### src/avmm_pkg.sv
// --------------------
// Avalon side of the bridge
// Addresses count 64-bit lines, not bytes
// Burstcount is 1-based, legal range 1 to AVMM_MAX_BURST
// --------------------

package avmm_pkg;

    // Line address toward the master
    localparam int AVMM_ADDR_W = 10;

    // One line per beat
    localparam int AVMM_DATA_W = 64;

    // One enable bit per data byte
    localparam int AVMM_BE_W = AVMM_DATA_W / 8;

    // Wide enough to hold AVMM_MAX_BURST itself
    localparam int AVMM_BURST_W = 4;

    // Longest burst the master may request
    localparam int AVMM_MAX_BURST = 8;

endpackage

### src/avmm_reg_stage.sv
// --------------------
// Two-entry skid buffer on the Avalon request path
// waitrequest is a flop; it rises only once the skid entry is full
// Master must hold its request while waitrequest is high
// --------------------

`timescale 1ns/1ps

module avmm_reg_stage
    import avmm_pkg::*;
(
    input  logic                    clk,
    input  logic                    rst_n,

    // From the master
    input  logic [AVMM_ADDR_W-1:0]  address,
    input  logic [AVMM_BURST_W-1:0] burstcount,
    input  logic                    read,
    input  logic                    write,
    input  logic [AVMM_DATA_W-1:0]  writedata,
    input  logic [AVMM_BE_W-1:0]    byteenable,
    output logic                    waitrequest,

    // Toward the mapper
    output logic [AVMM_ADDR_W-1:0]  q_address,
    output logic [AVMM_BURST_W-1:0] q_burstcount,
    output logic                    q_read,
    output logic                    q_write,
    output logic [AVMM_DATA_W-1:0]  q_writedata,
    output logic [AVMM_BE_W-1:0]    q_byteenable,
    input  logic                    q_waitrequest
);

    logic                    out_valid;
    logic                    out_read;
    logic                    out_write;
    logic                    skid_valid;
    logic [AVMM_ADDR_W-1:0]  skid_address;
    logic [AVMM_BURST_W-1:0] skid_burstcount;
    logic                    skid_read;
    logic                    skid_write;
    logic [AVMM_DATA_W-1:0]  skid_writedata;
    logic [AVMM_BE_W-1:0]    skid_byteenable;
    logic                    in_fire;
    logic                    out_fire;
    logic                    out_load;

    // Skid entry full is exactly the stall condition
    assign waitrequest = skid_valid;

    assign in_fire  = (read || write) && !waitrequest;
    assign out_fire = out_valid && !q_waitrequest;

    // Output entry takes a new word when empty or draining
    assign out_load = !out_valid || out_fire;

    assign q_read  = out_valid && out_read;
    assign q_write = out_valid && out_write;

    always_ff @(posedge clk)
    begin
        if (!rst_n)
        begin
            out_valid  <= 1'b0;
            skid_valid <= 1'b0;
        end
        else if (out_load)
        begin
            // Skid drains first; waitrequest blocks new input meanwhile
            out_valid  <= skid_valid || in_fire;
            skid_valid <= 1'b0;
        end
        else if (in_fire)
        begin
            skid_valid <= 1'b1;
        end
    end

    always_ff @(posedge clk)
    begin
        // Skid tracks the input until it holds a parked word
        if (!skid_valid)
        begin
            skid_address    <= address;
            skid_burstcount <= burstcount;
            skid_read       <= read;
            skid_write      <= write;
            skid_writedata  <= writedata;
            skid_byteenable <= byteenable;
        end

        if (out_load)
        begin
            q_address    <= skid_valid ? skid_address    : address;
            q_burstcount <= skid_valid ? skid_burstcount : burstcount;
            out_read     <= skid_valid ? skid_read       : read;
            out_write    <= skid_valid ? skid_write      : write;
            q_writedata  <= skid_valid ? skid_writedata  : writedata;
            q_byteenable <= skid_valid ? skid_byteenable : byteenable;
        end
    end

    // A beat is either a read or a write, never both
    a_one_cmd_per_beat: assert property (
        @(posedge clk) disable iff (!rst_n)
        (read || write) && !waitrequest |-> !(read && write)
    );

endmodule

### config.mk
export PLATFORM = sky130hd
export DESIGN_NAME = avmm_reg_stage
export DESIGN_NICKNAME = d
export VERILOG_FILES = /design/src/avmm_pkg.sv /design/src/avmm_reg_stage.sv
export SDC_FILE = /design/constraint.sdc
export NUM_CORES = 1
export LEC_CHECK = 0
export ABC_AREA = 1
export BUFFER_PORTS_ARGS = -buffer_cell sky130_fd_sc_hd__buf_2
export CORE_MARGIN = 10
export CORE_UTILIZATION = 50
export DETAILED_ROUTE_END_ITERATION = 16
export PLACE_DENSITY = 0.9
export REMOVE_ABC_BUFFERS = 1
export SYNTH_ARGS = -nofsm -noshare
export SYNTH_HDL_FRONTEND = slang
export SYNTH_SLANG_ARGS = --single-unit
### constraint.sdc
create_clock -name clk -period 3.4 [get_ports clk]
set_clock_uncertainty 0.05 [all_clocks]
set_input_delay 0.17 -clock clk [delete_from_list [all_inputs] [get_ports clk]]
set_output_delay 0.17 -clock clk [all_outputs]
set_load 0.02 [all_outputs]
==> results.toml, run 1 <==
[grt]
grt.overflow.total = 0
grt_use_met3_pct = 7.205
track_usage_pct = 16.80
antenna_found_initial = 1
grt_first_pass_wirelength_um = 21760
grt.met1_usage_pct = 17.37
grt_use_met2_pct = 29.31
grt_max_degree = 95
grt.busiest_layer = "met2"
grt_pass1_vias = 4311

[placement]
io_buffer_count = 179
dp_hpwl_um = 8538
place.detailed.instances = 772
routabilityCongestion = 0.7132

[synth]
yosysTopAreaCell = "edfxtp_1"
synth_cells = 471
synth_cell_types = 11
syn_area_um2 = 5704
netlist_top_cells_area = "edfxtp_1, dfxtp_1, o21ai_0, nand2_1, inv_1"
ys_seq_elements = 178
ys_seq_area_share_pct = 77.91
yosysWarningCount = 0
synth_top_area_share_pct = 46.33
avgSynthCellArea_um2 = 12.11

[route]
drc = 0
drt_pass1_iterations = 5
vias = 4047
wire_per_inst_um = 15.61
vias_per_cell = 4.609
drtIter0Drc = 374
drtAntennaViolNets = 0
wl_um = 13700

[critical_path]
worst-path-max-fanout = 94
cp-end-kind = "flop"
worstPathArrival_ns = 1.88
regToRegEndpoint = "q_writedata[45]"
regToRegStartpoint = "waitrequest"
cp.required_ns = 3.48
path_class = "reg2reg"
crit_path_end = "q_writedata[45]"
critPathLaunchType = "flop"
cp-startpoint = "waitrequest"
reg2reg_slack_ns = 1.59
ff2ff_path_depth = 2

[floorplanning]
core_region_area_um2 = 10980
die-height_um = 126.8
dieArea_um2 = 16080
start_util_pct = 51.94
rows = 38
dieWidth_um = 126.8
io_pins = 180

[power_and_ir_drop]
p_leak_nw = 3.668
power_density_nw_per_um2 = 621.5
power_mw = 4.992
ir_drop_uv = 329.6

[job]
drv_cap = 0

[final_layout]
final_nets = 815
stdcell_count = 878
drive_gt1_share_pct = 29.04
area.growth.synth_to_final_pct = 40.80

[run_status]
status = "finished, final reports clean"

[cts]
cts_tree = "yes"
numCtsBuffers = 17
path_clk_slew_ns = 0.07
h-tree-depth = 4
root_buffer = "clkbuf_16"
cts.sinks = 178
clk_path_buf_depth = 2
clock_latency_ns = 0.42
postCtsSetupRepairBufs = 0

[timing]
slew_viol_final = 0
post-route-period-util_pct = 53.15
rsz0062_at_grt = "false"
period_minus_slack_ns = 1.807
slew_headroom_pct = 21.72
worstMarginPinSlew_ns = 1.174
max_freq_mhz = 553.3
setup_viol = 0
hold_viol = 0

[hold_path]
hp-class = "in2reg"
## cells by family after synthesis
| logic type | Yosys count | synth area share, % |
|---|---|---|
| flops | 178 | 77.91 |
| buf+inv | 109 | 8.006 |
| simple gates | 95 | 6.273 |
| compound gates | 89 | 7.809 |
## flip-flops by register name, summed over array words and instances (netlist names)
signal           cells
out_write            1
skid_writedata      64
skid_byteenable      8
skid_address        10
out_valid            1
skid_write           1
skid_burstcount      4
q_byteenable         8
q_writedata         64
waitrequest          1
out_read             1
q_burstcount         4
q_address           10
skid_read            1
## cell usage after synthesis
library cell and count:
a21oi_1 2, buf_2 5, buf_4 11, clkbuf_1 3, dfxtp_1 90, edfxtp_1 88
inv_1 90, nand2_1 93, nand3_1 1, nor2_1 1, o21ai_0 87
## how the worst min path moves through the flow
| stage | start | to | slack [ns] | depth (start not counted) |
|---|---|---|---|---|
| 2_1_floorplan | rst_n | out_valid | 0.22 | 2 |
| 3_3_place_gp | rst_n | out_valid | 0.34 | 3 |
| 3_5_place_dp | rst_n | out_valid | 0.36 | 3 |
| 4_1_cts | byteenable[6] | skid_byteenable[6] | 0.00002 | 3 |
| 5_1_grt | byteenable[6] | skid_byteenable[6] | 0.009 | 3 |
| 6_report | byteenable[6] | skid_byteenable[6] | 0.01 | 3 |
## layout by cell type (no fill, tap or decap)
cell type	count
inv_6	4
inv_8	3
inv_1	90
a21oi_1	2
dfxtp_4	1
nand2_1	92
dlygate4sd3_1	73
nor2_1	1
dfxtp_1	89
o21ai_0	87
buf_2	179
diode_2	1
clkinv_4	1
clkinv_2	1
buf_12	1
clkinvlp_4	3
edfxtp_1	88
nand3_1	1
nand2_4	1
clkbuf_16	19
bufinv_16	1
## layout make-up
type	instances	area, um2
Clock inverter	13	135.1
Sequential cell	178	4448
Clock buffer	19	475.5
Antenna cell	1	2.502
Multi-Input combinational cell	184	810.8
Timing Repair Buffer	253	1647
Tap cell	140	175.2
Inverter	90	337.8
Fill cell	677	2952
## report_power, final
group / internal, mW / leakage, nW / switching (mW) / total, mW
sequential: 2.47 / 1.67 / 0.0660 / 2.53
clock: 1.12 / 0.293 / 0.835 / 1.96
combinational: 0.192 / 1.71 / 0.311 / 0.503
## per-layer routing
| layer | wire, um | part of all wire [%] |
|---|---|---|
| met1 | 4901 | 36 |
| met2 | 7144 | 52 |
| met3 | 1333 | 9.7 |
| met4 | 324 | 2.4 |
| met5 | 0 | 0 |
## metrics by stage
stage	setup WS (ns)	TNS, ns	utilization [%]	hold slack [ns]	cell area (um2)
6_report	1.593	0	73.13	0.01172	8031
2_1_floorplan	-0.2392	-31.41	-	0.2231	5585
3_3_place_gp	1.716	0	60.89	0.3376	6688
4_1_cts	1.623	0	73.10	0.00002068	8029
3_5_place_dp	1.640	0	60.89	0.3552	6688
5_1_grt	1.419	0	73.13	0.009139	8031
## critical path, cell delays in order (launching register included)
cell,delay (ns)
dfxtp_4,0.80
buf_12,0.38
o21ai_0,0.20
## what timing repair did
item,4_1_cts,5_1_grt
hold buffers,73,0
resized for setup,0,0
endpoints found under the setup margin,0,0
hold endpoints to repair,73,0
Power figures use the tool's default switching activity.
==> run 2, diff against run 1 <==
ABC_AREA = 0   (was 1)
CORE_UTILIZATION = 45   (was 50)
PLACE_DENSITY = 0.86   (was 0.9)
clock period = 1.5 ns   (was 3.4 ns; I/O delays follow)
==> results.toml, run 2 <==
[run_status]
status = "finished, final reports clean"

[final_layout]
nFillCells = 803
mostFrequentLayoutCells = "buf_2, dlygate4sd3_1, dfxtp_1, edfxtp_1, mux2_2"
antenna_cells = 0
final_util_pct = 68.27
top_regs = "q_writedata x64, skid_writedata x64"
area.growth.synth_to_final_pct = 47.62
layout_commonest_cell = "buf_2"
final_nets = 657
drive_gt1_share_pct = 52.68

[grt]
grt_max_degree = 48
track_usage_pct = 15.16
grt_first_pass_wirelength_um = 20410
grt_pass1_vias = 3827
antenna_found_initial = 0
grt.overflow.total = 0

[route]
wire_per_inst_um = 17.56
vias_per_cell = 4.495
drtIter0Drc = 115
drc = 0
drtAntennaViolNets = 0
drt_pass1_iterations = 4
vias = 3358
wl_um = 13120

[critical_path]
reg2reg_slack_ns = 0.15
path_cells = "buf_12, buf_2"
worstPathArrival_ns = 1.28
regToRegEndpoint = "q_writedata[29]"
path_class = "reg2out"
regToRegStartpoint = "waitrequest"
critPathLaunchType = "flop"
cp-end-kind = "output port"
cpMaxStageDelayCell = "dfxtp_4"
ff2ff_path_depth = 2
cp.required_ns = 1.37
worst-path-max-fanout = 47
cpPeakStageDelay_ns = 0.37

[timing]
rsz0062_at_grt = "false"
hold_viol = 0
worstMarginPinSlew_ns = 0.2668
holdWs_ns = 0.3800
slew_viol_final = 0
period_minus_slack_ns = 1.406
max_freq_mhz = 711.3
slew_headroom_pct = 82.21
setup_viol = 0
post-route-period-util_pct = 93.73

[synth]
syn_area_um2 = 5578
yosysWarningCount = 0
netlist_top_cells_area = "edfxtp_1, dfxtp_1, mux2_2, mux2_4, buf_2"
ys_seq_elements = 178
yosysTopAreaCell = "edfxtp_1"
synth_cells = 282
synth_top_area_share_pct = 47.38
avgSynthCellArea_um2 = 19.78
ys_seq_area_share_pct = 79.68
synthFlopType = "dfxtp_1"
synth_cell_types = 11
synth_edf_count = 88
synth_most_common_cell = "dfxtp_1"
synth_common_cells = "dfxtp_1, edfxtp_1, mux2_2"
async_flop_share_pct = 0

[floorplanning]
start_util_pct = 46.24
core_region_area_um2 = 12060
io_pins = 180
dieArea_um2 = 17250
rows = 40
die-height_um = 131.3
dieWidth_um = 131.3

[placement]
dp_hpwl_um = 8279
routabilityCongestion = 0.6813
io_buffer_count = 179

[cts]
h-tree-depth = 4
root_buffer = "clkbuf_16"
numCtsBuffers = 17
postCtsSetupRepairBufs = 0
cts.sinks = 178
cts_tree = "yes"
clk_path_buf_depth = 2
clock_latency_ns = 0.41
path_clk_slew_ns = 0.06

[power_and_ir_drop]
p_leak_nw = 3.447
ir_drop_uv = 1040
power_density_nw_per_um2 = 1365

[hold_path]
worstHoldEndpoint = "skid_byteenable[6]"
hold_depth = 3
holdCritStartpoint = "byteenable[6]"
hp-class = "in2reg"

[job]
drv_cap = 0
-- run 2: cell count changes after synthesis, sizes merged, moves of 3 or more --
| cell | previous run | this run |
|---|---|---|
| nand2 | 93 | 1 |
| inv | 90 | 0 |
| mux2 | 0 | 88 |
| o21ai | 87 | 0 |
| buf | 16 | 10 |
| clkbuf | 3 | 0 |
-- run 2: report_power, final --
group | switching [mW] | internal, mW | leakage (nW)
sequential | 0.105 | 5.52 | 1.66
combinational | 0.606 | 0.553 | 1.50
clock | 1.75 | 2.71 | 0.286
total | 2.46 | 8.78 | 3.45
-- run 2: area by class of cell --
class                   count  area (um2)  share of cell area (%)
multi-input cells          94        1072                   13.02
clock inverters            12       155.1                   1.884
clock buffers              20       456.7                   5.546
flip-flops and latches    178        4448                   54.02
repair buffers            275        1892                   22.98
well taps                 168       210.2                   2.553
-- run 2: how the worst max path moves through the flow --
stage | start | end | cells after the start
final | waitrequest | waitrequest | 2
after global routing | waitrequest | waitrequest | 2
after CTS | waitrequest | waitrequest | 2
after detailed placement | waitrequest | q_writedata[11] | 2
after global placement | waitrequest | q_writedata[29] | 2
after floorplan | waitrequest | out_read | 1
-- run 2: metrics by stage --
| stage | setup WS, ns | power, mW | std cells | TNS, ns | cell area, um2 |
|---|---|---|---|---|---|
| 6_report | 0.09405 | 11.24 | 747 | 0 | 8234 |
| 5_1_grt | 0.02290 | 11.65 | 747 | 0 | 8234 |
| 4_1_cts | 0.05488 | 11.34 | 747 | 0 | 8234 |
| 3_5_place_dp | 0.1552 | 6.694 | 625 | 0 | 6721 |
| 3_3_place_gp | 0.1882 | 6.642 | 625 | 0 | 6721 |
| 2_1_floorplan | -1.743 | 6.269 | 272 | -403.22 | 5509 |
-- run 2: per-layer routing --
metal / GRT usage (%) / wire, um / vias up
met5: 0 / 0 / -
met4: 6.119 / 245 / 0
met3: 6.250 / 945 / 21
met2: 28.10 / 7379 / 118
met1: 14.42 / 4545 / 1610
li1: - / - / 1609
-- run 2: repair_timing --
item / CTS / global route
hold endpoints to repair: 178 / 0
endpoints found under the setup margin: 0 / 0
hold buffers: 90 / 0
gates resized for setup: 0 / 0
-- run 2: critical path: cells and delay by family, from the launching register on --
kind	cells	cell delay, ns
flip-flops	1	0.37
buffers and inverters	2	0.48
-- run 2: cell families after synthesis --
kind of cell           Yosys count  share of synthesized area (%)
AOI/OAI and AO/OA                1                         0.1346
buffers and inverters           10                          1.234
DFF                            178                          79.68
muxes                           88                          18.44
and+or+nand+nor                  5                         0.5158
==> run 3, diff against run 2 <==
BUFFER_PORTS_ARGS = -buffer_cell sky130_fd_sc_hd__clkbuf_2   (was -buffer_cell sky130_fd_sc_hd__buf_2)
==> results.toml, run 3 (same netlist as run 2, synthesis figures left out) <==
[run_status]
status = "finished, final reports clean"

[route]
wire_per_inst_um = 17.56
wl_um = 13080
drtAntennaViolNets = 0
drt_pass1_iterations = 4
drc = 0
drtIter0Drc = 132
vias_per_cell = 4.468
vias = 3329

[placement]
dp_hpwl_um = 8525
routabilityCongestion = 0.6827
io_buffer_count = 179

[cts]
clock_latency_ns = 0.42
cts.sinks = 178
postCtsSetupRepairBufs = 0
numCtsBuffers = 17
root_buffer = "clkbuf_16"
cts_tree = "yes"
ctsResizeCount = 0
postCtsHoldBufs = 89
clk_path_buf_depth = 2
path_clk_slew_ns = 0.06
h-tree-depth = 4

[timing]
slew_headroom_pct = 81.91
rsz0062_at_grt = "false"
slew_viol_final = 0
hold_viol = 0
worstMarginPinSlew_ns = 0.2714
period_minus_slack_ns = 1.390
setup_viol = 0
max_freq_mhz = 719.6
post-route-period-util_pct = 92.64

[grt]
antenna_found_initial = 1
grt.overflow.total = 0
grt_first_pass_wirelength_um = 20910
track_usage_pct = 15.31
grt_max_degree = 47
grt_pass1_vias = 3833

[power_and_ir_drop]
power_density_nw_per_um2 = 1421
ir_drop_uv = 843.9
power_mw = 11.79
p_leak_nw = 3.521

[hold_path]
worstHoldEndpoint = "waitrequest"
hp-class = "in2reg"
hold_depth = 3
holdCritStartpoint = "q_waitrequest"

[final_layout]
area.growth.synth_to_final_pct = 48.83
final_nets = 655
final_util_pct = 68.83
layout_commonest_cell = "clkbuf_2"
top_regs = "q_writedata x64, skid_writedata x64"
mostFrequentLayoutCells = "clkbuf_2, dlygate4sd3_1, dfxtp_1, edfxtp_1, mux2_2"
drive_gt1_share_pct = 52.60

[floorplanning]
dieArea_um2 = 17250
core_region_area_um2 = 12060
start_util_pct = 46.24
rows = 40
die-height_um = 131.3
dieWidth_um = 131.3
io_pins = 180

[critical_path]
regToRegStartpoint = "waitrequest"
ff2ff_path_depth = 2
worstPathArrival_ns = 1.26
cp.required_ns = 1.37
critPathLaunchType = "flop"
cp-end-kind = "output port"
reg2reg_slack_ns = 0.15
worst-path-max-fanout = 44
regToRegEndpoint = "q_writedata[39]"
path_class = "reg2out"

[job]
drv_cap = 0
## run 3: changes by cell type in the layout (fill, tap and decap cells not counted), sizes merged, moves of 2 or more
cell,previous run,this run
buf,185,5
clkbuf,20,199
bufinv,3,7
clkinv,4,2
clkinvlp,4,2
## run 3: layout make-up
type	instances	area (um2)
Sequential cell	178	4448
Fill cell	777	3760
Timing Repair Buffer	273	1887
Multi-Input combinational cell	94	1072
Clock buffer	20	446.7
Clock inverter	11	235.2
Tap cell	168	210.2
Antenna cell	1	2.502
## run 3: per-layer routing
layer	vias up	part of all wire (%)	track usage [%]
li1	1600	-	-
met1	1605	36	15.34
met2	108	56	28.08
met3	16	6.4	6.021
met4	0	1.4	5.315
met5	-	0	0
## run 3: critical path, stage by stage, from the launching register on
cell and delay (ns):
dfxtp_4 0.37, buf_12 0.26, clkbuf_2 0.22
## run 3: worst max path at each step
stage	cells after the start	from	end	slack [ns]
3_3_place_gp	2	waitrequest	q_writedata[62]	0.18
2_1_floorplan	1	waitrequest	out_read	-1.74
4_1_cts	2	waitrequest	waitrequest	0.07
3_5_place_dp	2	waitrequest	q_writedata[18]	0.15
6_report	2	waitrequest	waitrequest	0.11
5_1_grt	2	waitrequest	waitrequest	0.04
## run 3: power breakdown
part,total [mW],switching (mW),leakage (nW),internal [mW]
combinational,1.15,0.606,1.53,0.548
sequential,5.63,0.114,1.66,5.52
clock,5.01,1.68,0.326,3.32
## run 3: per-stage QoR
step	instance area, um2	setup TNS [ns]	hold slack (ns)	setup slack (ns)	std cells
finish	8302	0	0.07205	0.1104	745
global route	8302	0	0.09527	0.04395	745
CTS	8299	0	0.06786	0.06937	744
detailed placement	6726	0	0.2715	0.1481	624
global placement	6726	0	0.2639	0.1825	624
floorplan	5509	-403.22	0.1766	-1.743	272
