## src/avmm_pkg.sv

```systemverilog
// --------------------
// Avalon side of the bridge
// Addresses count 64-bit lines, not bytes
// Burstcount is 1-based, legal range 1 to AVMM_MAX_BURST
// --------------------

package avmm_pkg;

    // Line address toward the master
    localparam int AVMM_ADDR_W = 10;

    // One line per beat
    localparam int AVMM_DATA_W = 64;

    // One enable bit per data byte
    localparam int AVMM_BE_W = AVMM_DATA_W / 8;

    // Wide enough to hold AVMM_MAX_BURST itself
    localparam int AVMM_BURST_W = 4;

    // Longest burst the master may request
    localparam int AVMM_MAX_BURST = 8;

endpackage

```

## src/axi_mem_pkg.sv

```systemverilog
// --------------------
// AXI side of the bridge
// Beats are always full width, so size is fixed
// Widths derive from the Avalon side
// --------------------

package axi_mem_pkg;

    import avmm_pkg::*;

    // Size code of an 8-byte beat
    localparam logic [2:0] AXI_SIZE_BEAT = 3'($clog2(AVMM_BE_W));

    // Low byte-index bits, zero for full-width beats
    localparam int AXI_BYTE_IDX_W = int'(AXI_SIZE_BEAT);

    // Line part of the byte address
    localparam int AXI_LINE_W = AVMM_ADDR_W;

    localparam int AXI_ADDR_W = AXI_LINE_W + AXI_BYTE_IDX_W;

    // AXI length is 0-based, so one bit narrower than burstcount
    localparam int AXI_LEN_W = AVMM_BURST_W - 1;

    // Every line address has a word behind it
    localparam int MEM_LINES = 1 << AXI_LINE_W;

    // Line view of a byte address
    typedef struct packed {
        logic [AXI_LINE_W-1:0]     line;
        logic [AXI_BYTE_IDX_W-1:0] byte_idx;
    } t_axi_line_addr;

    // One address word, read either flat or split into line and byte index
    typedef union packed {
        logic [AXI_ADDR_W-1:0] byte_addr;
        t_axi_line_addr        l;
    } t_axi_addr;

endpackage

```

## src/avmm_to_axi_mapper.sv

```systemverilog
// --------------------
// Avalon requests onto AXI channels, fully combinational
// AW and first W beat go together; bready and rready are always high
// Responses are always OKAY and arrive in order
// --------------------

`timescale 1ns/1ps

module avmm_to_axi_mapper
    import avmm_pkg::*, axi_mem_pkg::*;
(
    input  logic                    clk,
    input  logic                    rst_n,

    // Registered Avalon requests
    input  logic [AVMM_ADDR_W-1:0]  q_address,
    input  logic [AVMM_BURST_W-1:0] q_burstcount,
    input  logic                    q_read,
    input  logic                    q_write,
    input  logic [AVMM_DATA_W-1:0]  q_writedata,
    input  logic [AVMM_BE_W-1:0]    q_byteenable,
    output logic                    q_waitrequest,

    // Write address
    output logic                    awvalid,
    input  logic                    awready,
    output t_axi_addr               awaddr,
    output logic [AXI_LEN_W-1:0]    awlen,

    // Write data
    output logic                    wvalid,
    input  logic                    wready,
    output logic [AVMM_DATA_W-1:0]  wdata,
    output logic [AVMM_BE_W-1:0]    wstrb,
    output logic                    wlast,

    // Write response
    input  logic                    bvalid,

    // Read address
    output logic                    arvalid,
    input  logic                    arready,
    output t_axi_addr               araddr,
    output logic [AXI_LEN_W-1:0]    arlen,

    // Read data
    input  logic                    rvalid,
    input  logic [AVMM_DATA_W-1:0]  rdata,

    // Responses back to Avalon
    output logic [AVMM_DATA_W-1:0]  readdata,
    output logic                    readdatavalid,
    output logic                    writeresponsevalid
);

    logic                    wr_sop;
    logic                    wr_eop;
    logic                    wr_ready;
    logic [AVMM_BURST_W-1:0] burst_m1;

    // Data channel must be ready; address channel too on the first beat
    assign wr_ready = wready && (!wr_sop || awready);

    burst_sop_tracker wr_bursts
    (
        .clk,
        .rst_n,
        .beat_valid (q_write && wr_ready),
        .burstcount (q_burstcount),
        .sop        (wr_sop),
        .eop        (wr_eop)
    );

    // Stall by request type
    assign q_waitrequest = q_write ? !wr_ready : !arready;

    // 1-based count to 0-based length
    assign burst_m1 = q_burstcount - 1'b1;

    always_comb
    begin
        // Write address, issued with the first data beat
        awvalid           = q_write && wr_ready && wr_sop;
        awaddr.l.line     = q_address;
        awaddr.l.byte_idx = '0;
        awlen             = burst_m1[AXI_LEN_W-1:0];

        // Write data
        wvalid = q_write && wr_ready;
        wdata  = q_writedata;
        wstrb  = q_byteenable;
        wlast  = wr_eop;

        // Read address, one per read request
        arvalid           = q_read && arready;
        araddr.l.line     = q_address;
        araddr.l.byte_idx = '0;
        arlen             = burst_m1[AXI_LEN_W-1:0];

        // bready and rready are tied high, so responses pass straight through
        writeresponsevalid = bvalid;
        readdatavalid      = rvalid;
        readdata           = rdata;
    end

    // Reads never cut into an open write burst
    a_no_read_in_burst: assert property (
        @(posedge clk) disable iff (!rst_n)
        q_read |-> wr_sop
    );

endmodule

```

## src/burst_sop_tracker.sv

```systemverilog
// --------------------
// Marks first and last beat of Avalon bursts
// burstcount is sampled on the start beat only
// --------------------

`timescale 1ns/1ps

module burst_sop_tracker
    import avmm_pkg::*;
(
    input  logic                    clk,
    input  logic                    rst_n,

    input  logic                    beat_valid,
    input  logic [AVMM_BURST_W-1:0] burstcount,

    output logic                    sop,
    output logic                    eop
);

    // Beats still to come in the open burst
    logic [AVMM_BURST_W-1:0] beats_left;

    // No open burst, so the next beat starts one
    assign sop = (beats_left == '0);

    // Last beat when only this one remains
    assign eop = sop ? (burstcount == AVMM_BURST_W'(1)) : (beats_left == AVMM_BURST_W'(1));

    always_ff @(posedge clk)
    begin
        if (!rst_n)
        begin
            beats_left <= '0;
        end
        else if (beat_valid)
        begin
            if (sop)
                beats_left <= burstcount - 1'b1;
            else
                beats_left <= beats_left - 1'b1;
        end
    end

    // Zero or oversize bursts would wrap the counter
    a_legal_burst: assert property (
        @(posedge clk) disable iff (!rst_n)
        beat_valid && sop |-> (burstcount != '0) && (burstcount <= AVMM_MAX_BURST)
    );

endmodule

```

## config.mk

```make
export PLATFORM = sky130hd
export DESIGN_NAME = avmm_to_axi_mapper
export DESIGN_NICKNAME = d
export VERILOG_FILES = /design/src/avmm_pkg.sv /design/src/axi_mem_pkg.sv /design/src/avmm_to_axi_mapper.sv /design/src/burst_sop_tracker.sv
export SDC_FILE = /design/constraint.sdc
export NUM_CORES = 1
export LEC_CHECK = 0
export BUFFER_PORTS_ARGS = -buffer_cell sky130_fd_sc_hd__buf_4
export CORE_AREA = 3 3 129 131
export DETAILED_ROUTE_END_ITERATION = 8
export DIE_AREA = 0 0 132 134
export GPL_TIMING_DRIVEN = 0
export PLACE_DENSITY = 0.43
export SLEW_MARGIN = 20
export SYNTH_ARGS = -nofsm -noshare
export SYNTH_HDL_FRONTEND = slang
export SYNTH_SLANG_ARGS = --single-unit
```

## constraint.sdc

```tcl
create_clock -name clk -period 3.1 [get_ports clk]
set_clock_uncertainty 0.15 [all_clocks]
set_input_delay 0.62 -clock clk [delete_from_list [all_inputs] [get_ports clk]]
set_output_delay 0.62 -clock clk [all_outputs]
set_load 0.05 [all_outputs]
```

==> results of run 1 <==
==> where the power goes <==
part           leakage [uW]  internal [uW]  switching [uW]
registers         0.0000327           56.0            5.01
clock network     0.0000370            165            37.1
logic               0.00182            315             550
==> area by class of cell <==
type	count	area [um^2]	area share (%)
repair buffers	179	1340	40.2
plain buffers	167	1250	37.5
multi-input cells	42	290	8.69
well taps	216	270	8.09
flip-flops and latches	4	80.1	2.40
clock buffers	3	75.1	2.25
inverters	7	26.3	0.787
==> logic make-up after synthesis <==
group / count (synthesis) / share of synthesized area, %
AO/OA/AOI/OAI: 11 / 4.08
XOR/XNOR: 2 / 1.08
adder cells (fa/ha/maj): 4 / 3.08
buffers and inverters: 174 / 78.8
flip-flops: 4 / 4.93
multiplexers: 3 / 1.85
other: 1 / 0.231
AND/OR/NAND/NOR: 16 / 5.93
==> per-stage QoR <==
step | setup slack, ns | utilization, %
after floorplan | 0.235 | -
after global routing | 0.490 | 21.3
after global placement | 0.668 | 20.8
after detailed placement | 0.618 | 20.8
after CTS | 0.605 | 21.3
final | 0.630 | 21.3
==> path summary, 6_finish.rpt <==
path	from	to	slack, ns
worst max-delay path	q_burstcount[1]	wlast	0.63
worst min-delay path	wr_bursts.beats_left[1]$_SDFFE_PN0P_	wr_bursts.beats_left[1]$_SDFFE_PN0P_	0.38
worst max register to register	wr_bursts.beats_left[0]$_SDFFE_PN0P_	wr_bursts.beats_left[1]$_SDFFE_PN0P_	1.38
worst min register to register	wr_bursts.beats_left[1]$_SDFFE_PN0P_	wr_bursts.beats_left[1]$_SDFFE_PN0P_	0.38
==> cell usage after synthesis <==
cell / instances
buf_4: 167
inv_1: 7
a21oi_1: 4
dfxtp_1: 4
ha_1: 4
nor3_1: 4
mux2i_1: 3
nand2_1: 3
a31oi_1: 2
o21ai_0: 2
or3_1: 2
xor2_1: 2
a21boi_1: 1
a21oi_2: 1
and2_1: 1
conb_1: 1
nand3_1: 1
nor2_1: 1
nor2b_1: 1
nor3b_1: 1
nor3b_2: 1
o31ai_1: 1
or3b_4: 1
==> routing by layer <==
| layer | up-vias | routed length, um |
|---|---|---|
| li1 | 871 | - |
| met1 | 773 | 1490 |
| met2 | 176 | 3680 |
| met3 | 4 | 861 |
| met4 | 0 | 50 |
| met5 | - | 0 |
==> worst reg2reg max path: cells and delay by family, from the launching register on <==
family	cells	cell delay, ns
compound gates	1	0.28
fa+ha+maj	1	0.26
flops	1	0.37
mux	1	0.22
buf+inv	1	0.07
simple gates	2	0.26
==> reports/metrics.yaml, run 1 <==
setup_path:
  cp_max_fo: 2
  path_delay_family: "buffers and inverters"
  slowest_stage: "buf_4"
  crit_path_max_incr_delay_ns: 0.25
  crit_path_frequent_cell: "buf_4"
  critPathKind: "input port to primary output"
  rr_worst_depth: 6
  worstSetupPathDepth: 7
  end_kind: "primary output"
  critPathBufInv: 3
  start_kind: "input port"
  crit_arrival_ns: 1.70
  cp_data_required_time_ns: 2.33
  crit_chain: "buf_4, inv_1, ha_1, nor3b_1, mux2i_1, nor3_1, buf_4"
logic_synthesis:
  yosysWarnings: 0
  synth_top_area_share_pct: 77.2
  synth_seq_area_share_pct: 4.93
  syn_area_mm2: 0.00162
  synthCells: 215
  synth_area_leaders: "buf_4, dfxtp_1, ha_1, mux2i_1, inv_1"
  avgSynthCellArea_um2: 7.55
  synth_area_leader_cell: "buf_4"
  ys_types: 23
  ys_ff_latch: 4
sta:
  grt_setup_unrepaired: "no"
  finalWorstPathRequiredPeriod_ns: 2.47
  post-route-period-util_pct: 79.7
  drv_slew: 0
  max_freq_mhz: 405
  finalSetupTns_ns: 0
  hold_ws_ns: 0.382
  final_hold_viol_count: 0
  setup_viol: 0
placed_design:
  placed_area_mm2: 0.00326
  place.port_buffers: 179
  place.gp.congestion: 0.622
  dp_cells: 615
  dpl.hpwl_mm: 5.84
route:
  totalWireLength_mm: 6.08
  wl_per_cell_um: 9.83
  drt_iter0_drc: 12
  vias: 1824
  ant_nets: 0
  firstDrtPassIters: 4
  vias_per_cell: 2.95
  drc: 0
final_layout:
  area_growth_pct: 106
  final_area_mm2: 0.00334
  layout_commonest_cell: "buf_4"
  drive_above_1_share_pct: 87.8
  regMostFlops: "wr_bursts.beats_left"
  final_cells: 618
  antenna_cells: 0
  nets: 567
  nFillCells: 1799
  final_cell_mix: "buf_4, inv_1, conb_1"
  largest_registers: "wr_bursts.beats_left: 4 flops"
  largest_reg_flops: 4
cts:
  clk_latency_ns: 0.23
  cts_resized: 0
  cts.root.buffer_cell: "clkbuf_16"
  clkTransAtPathRegs_ns: 0.03
  cts_max_path_buffers: 2
  cts_tree: "done"
  cts.sinks: 4
  cts_setup_buffers: 0
  htreeDepth: 1
  cts_buffers: 3
  post_cts_hold_buffer_count: 0
global_route:
  use_met1_pct: 4.45
  grt.overflow.total: 0
  use_met3_pct: 2.29
  first_global_vias: 1866
  grt_first_pass_wirelength_mm: 8.60
  use_met2_pct: 12.8
  grt_usage_pct: 5.75
  antenna_found_initial: 0
  grt_max_degree: 8
  grt-busiest-layer: "met2"
min_path:
  hold_class: "flip-flop to flip-flop"
  min_path_cells: 2
floorplan:
  core_mm2: 0.0157
  core.rowCount: 46
  die_y_um: 134
  die_w_um: 132
  num_io_pins: 334
  start_util_pct: 10.3
  dieArea_mm2: 0.0177
flow_run:
  cap_violations: 0
power_and_ir_drop:
  total_power_uw: 1130
  p_leak_uw: 0.00189
  power_density_mw_per_mm2: 338
  peakVddDrop_mv: 0.141
outcome:
  outcome: "complete, no violations"
Note: power is estimated with default switching activity, not from simulation.
==> run 2: changes to the inputs <==
--- a/config.mk
+++ b/config.mk
@@ -6,11 +6,11 @@
 export NUM_CORES = 1
 export LEC_CHECK = 0
 export BUFFER_PORTS_ARGS = -buffer_cell sky130_fd_sc_hd__buf_4
-export CORE_AREA = 3 3 129 131
+export CORE_AREA = 3 3 128 130
 export DETAILED_ROUTE_END_ITERATION = 8
-export DIE_AREA = 0 0 132 134
+export DIE_AREA = 0 0 131 133
 export GPL_TIMING_DRIVEN = 0
-export PLACE_DENSITY = 0.43
+export PLACE_DENSITY = 0.45
 export SLEW_MARGIN = 20
 export SYNTH_ARGS = -nofsm -noshare
 export SYNTH_HDL_FRONTEND = slang
==> constraint.sdc (replaced) <==
create_clock -name clk -period 2.1 [get_ports clk]
set_clock_uncertainty 0.15 [all_clocks]
set_input_delay 0.42 -clock clk [delete_from_list [all_inputs] [get_ports clk]]
set_output_delay 0.42 -clock clk [all_outputs]
set_load 0.05 [all_outputs]
==> run 2 against run 1 <==
Power is 54% higher. Via count is 0.99% lower. Non-clock buffer count is 8 higher. Flip-flop and latch count stayed put. Clock power is 46% higher. Sequential share of layout area hardly changed. Design area is 5.2% higher. Die area is 1.5% lower. First-iteration DRC count is 58% lower. Wire length is 2.0% lower. Utilization is 1.8 points higher. Critical path depth is 2 lower.
==> reports/metrics.yaml, run 2 (synthesis results as in run 1) <==
setup_path:
  r2r_end: "wr_bursts.beats_left[1]$_SDFFE_PN0P_"  # unchanged
  crit_path_max_incr_delay_ns: 0.40  # was 0.25 ns
  end_kind: "primary output"  # unchanged
  r2r_start: "wr_bursts.beats_left[1]$_SDFFE_PN0P_"  # was wr_bursts.beats_left[0]$_SDFFE_PN0P_
  crit_chain: "inv_2, ha_4, or3b_4, nor3_4, buf_6"  # was buf_4, inv_1, ha_1, nor3b_1, mux2i_1, nor3_1, buf_4
  crit_arrival_ns: 1.49  # was 1.70 ns
  rr_worst_depth: 7  # was 6
  setup.worst_path.end: "awvalid"  # was wlast
  critPathKind: "flip-flop to primary output"  # was input port to primary output
  cp_max_fo: 5  # was 2
  cp_data_required_time_ns: 1.53  # was 2.33 ns
  reg2reg_slack_ns: 0.42  # was 1.38 ns
  slowest_stage: "or3b_4"  # was buf_4
  critPathBufInv: 2  # was 3
  crit_start: "wr_bursts.beats_left[1]$_SDFFE_PN0P_"  # was q_burstcount[1]
  worstSetupPathDepth: 5  # was 7
  path_delay_family: "simple AND/OR/NAND/NOR gates"  # was buffers and inverters
  start_kind: "flip-flop"  # was input port
power_and_ir_drop:
  p_leak_uw: 0.00195  # was 0.00189 uW
  peakVddDrop_mv: 0.369  # was 0.141 mV
  power_density_mw_per_mm2: 493  # was 338 mW/mm^2
cts:
  cts.sinks: 4  # unchanged
  cts_buffers: 3  # unchanged
  clkTransAtPathRegs_ns: 0.03  # about the same
  clk_latency_ns: 0.22  # was 0.23 ns
  post_cts_hold_buffer_count: 0  # unchanged
  cts.root.buffer_cell: "clkbuf_16"  # unchanged
  htreeDepth: 1  # unchanged
  cts_max_path_buffers: 2  # unchanged
  cts_tree: "done"  # unchanged
final_layout:
  postLayoutCoreUtil_pct: 23.0  # was 21.3%
  layout_commonest_cell: "buf_4"  # unchanged
  largest_registers: "wr_bursts.beats_left: 4 flops"  # unchanged
  final_cells: 621  # was 618
  regMostFlops: "wr_bursts.beats_left"  # unchanged
  final_cell_mix: "buf_4, conb_1, buf_6"  # was buf_4, inv_1, conb_1
  largest_reg_flops: 4  # unchanged
  final_area_mm2: 0.00351  # was 0.00334 mm^2
  nFillCells: 1696  # was 1799
  drive_above_1_share_pct: 91.2  # was 87.8%
  area_growth_pct: 116  # was 106%
  nets: 575  # was 567
  antenna_cells: 0  # unchanged
route:
  drt_iter0_drc: 5  # was 12
  ant_nets: 0  # unchanged
  totalWireLength_mm: 5.96  # was 6.08 mm
  vias_per_cell: 2.91  # was 2.95
  wl_per_cell_um: 9.59  # was 9.83 um
  firstDrtPassIters: 3  # was 4
  vias: 1806  # was 1824
  drc: 0  # unchanged
sta:
  finalWorstPathRequiredPeriod_ns: 2.06
  post-route-period-util_pct: 97.9
  setup_viol: 0  # unchanged
  final_hold_viol_count: 0  # unchanged
  grt_setup_unrepaired: "yes"  # was no
  drv_slew: 0  # unchanged
  max_freq_mhz: 486
floorplan:
  die_w_um: 131  # was 132 um
  num_io_pins: 334  # unchanged
  die_y_um: 133  # was 134 um
  dieArea_mm2: 0.0174  # was 0.0177 mm^2
  core.rowCount: 45  # was 46
  core_mm2: 0.0153  # was 0.0157 mm^2
  start_util_pct: 10.6  # was 10.3%
placed_design:
  place.gp.congestion: 0.660  # was 0.622
  placed_area_mm2: 0.00332  # was 0.00326 mm^2
  dpl.hpwl_mm: 5.55  # was 5.84 mm
  place.port_buffers: 179  # unchanged
  dp_cells: 610  # was 615
flow_run:
  cap_violations: 0  # unchanged
global_route:
  grt_max_degree: 8  # unchanged
  grt.overflow.total: 0  # unchanged
  grt_first_pass_wirelength_mm: 7.38  # was 8.60 mm
  grt_usage_pct: 5.17  # was 5.75%
  antenna_found_initial: 0  # unchanged
  first_global_vias: 1641  # was 1866
outcome:
  outcome: "complete, no violations"  # unchanged
min_path:
  hold_class: "input port to flip-flop"  # was flip-flop to flip-flop
==> run 2: changes by cell type in the layout (fill, tap and decap cells not counted), moves of 3 or more <==
cell | before | now
inv_1 | 7 | 2
buf_6 | 0 | 4
buf_4 | 346 | 349
inv_2 | 0 | 3
==> run 2: worst min-delay path by stage <==
stage                                                     from                                    to  slack [ns]  cells past startpoint
after CTS                                                rst_n  wr_bursts.beats_left[1]$_SDFFE_PN0P_        0.30                      2
final                                                    rst_n  wr_bursts.beats_left[1]$_SDFFE_PN0P_        0.30                      2
after global routing                                     rst_n  wr_bursts.beats_left[1]$_SDFFE_PN0P_        0.32                      2
after detailed placement  wr_bursts.beats_left[2]$_SDFFE_PN0P_  wr_bursts.beats_left[2]$_SDFFE_PN0P_        0.38                      2
after floorplan           wr_bursts.beats_left[0]$_SDFFE_PN0P_  wr_bursts.beats_left[0]$_SDFFE_PN0P_        0.34                      2
after global placement    wr_bursts.beats_left[2]$_SDFFE_PN0P_  wr_bursts.beats_left[2]$_SDFFE_PN0P_        0.38                      2
==> run 2: per-stage QoR <==
stage / TNS (ns) / total power [uW] / setup WS [ns] / hold slack, ns
global placement: -0.0747 / 1400 / -0.0747 / 0.381
finish: 0 / 1730 / 0.0432 / 0.296
CTS: 0 / 1720 / 0.00449 / 0.300
floorplan: -0.165 / 1080 / -0.0847 / 0.344
detailed placement: -0.0497 / 1400 / -0.0497 / 0.385
global route: -0.0142 / 1800 / -0.00961 / 0.321
==> run 2: layout make-up <==
cell class,count,area [um^2],area share (%)
plain buffers,167,1260,35.8
clock buffers,3,75.1,2.14
inverters,7,33.8,0.961
multi-input cells,42,379,10.8
flip-flops and latches,4,82.6,2.35
well taps,211,264,7.51
repair buffers,187,1420,40.5
==> run 2: power by group <==
| part | internal [uW] | total (uW) | switching, uW |
|---|---|---|---|
| combinational | 512 | 1350 | 834 |
| clock | 243 | 294 | 51.4 |
| sequential | 83.3 | 92.7 | 9.39 |
==> run 2: layer usage <==
| metal | part of all wire (%) | GRT usage (%) |
|---|---|---|
| met4 | 0.29 | 0.686 |
| met3 | 15 | 1.21 |
| met5 | 0 | 0 |
| met1 | 25 | 4.06 |
| met2 | 60 | 11.9 |
==> run 2: timing repair <==
action / 4_1_cts / 5_1_grt
pin swaps: 1 / 2
cloned: 0 / 0
endpoints found under the setup margin: 4 / 4
gates resized for setup: 10 / 6
buffers inserted: 2 / 6
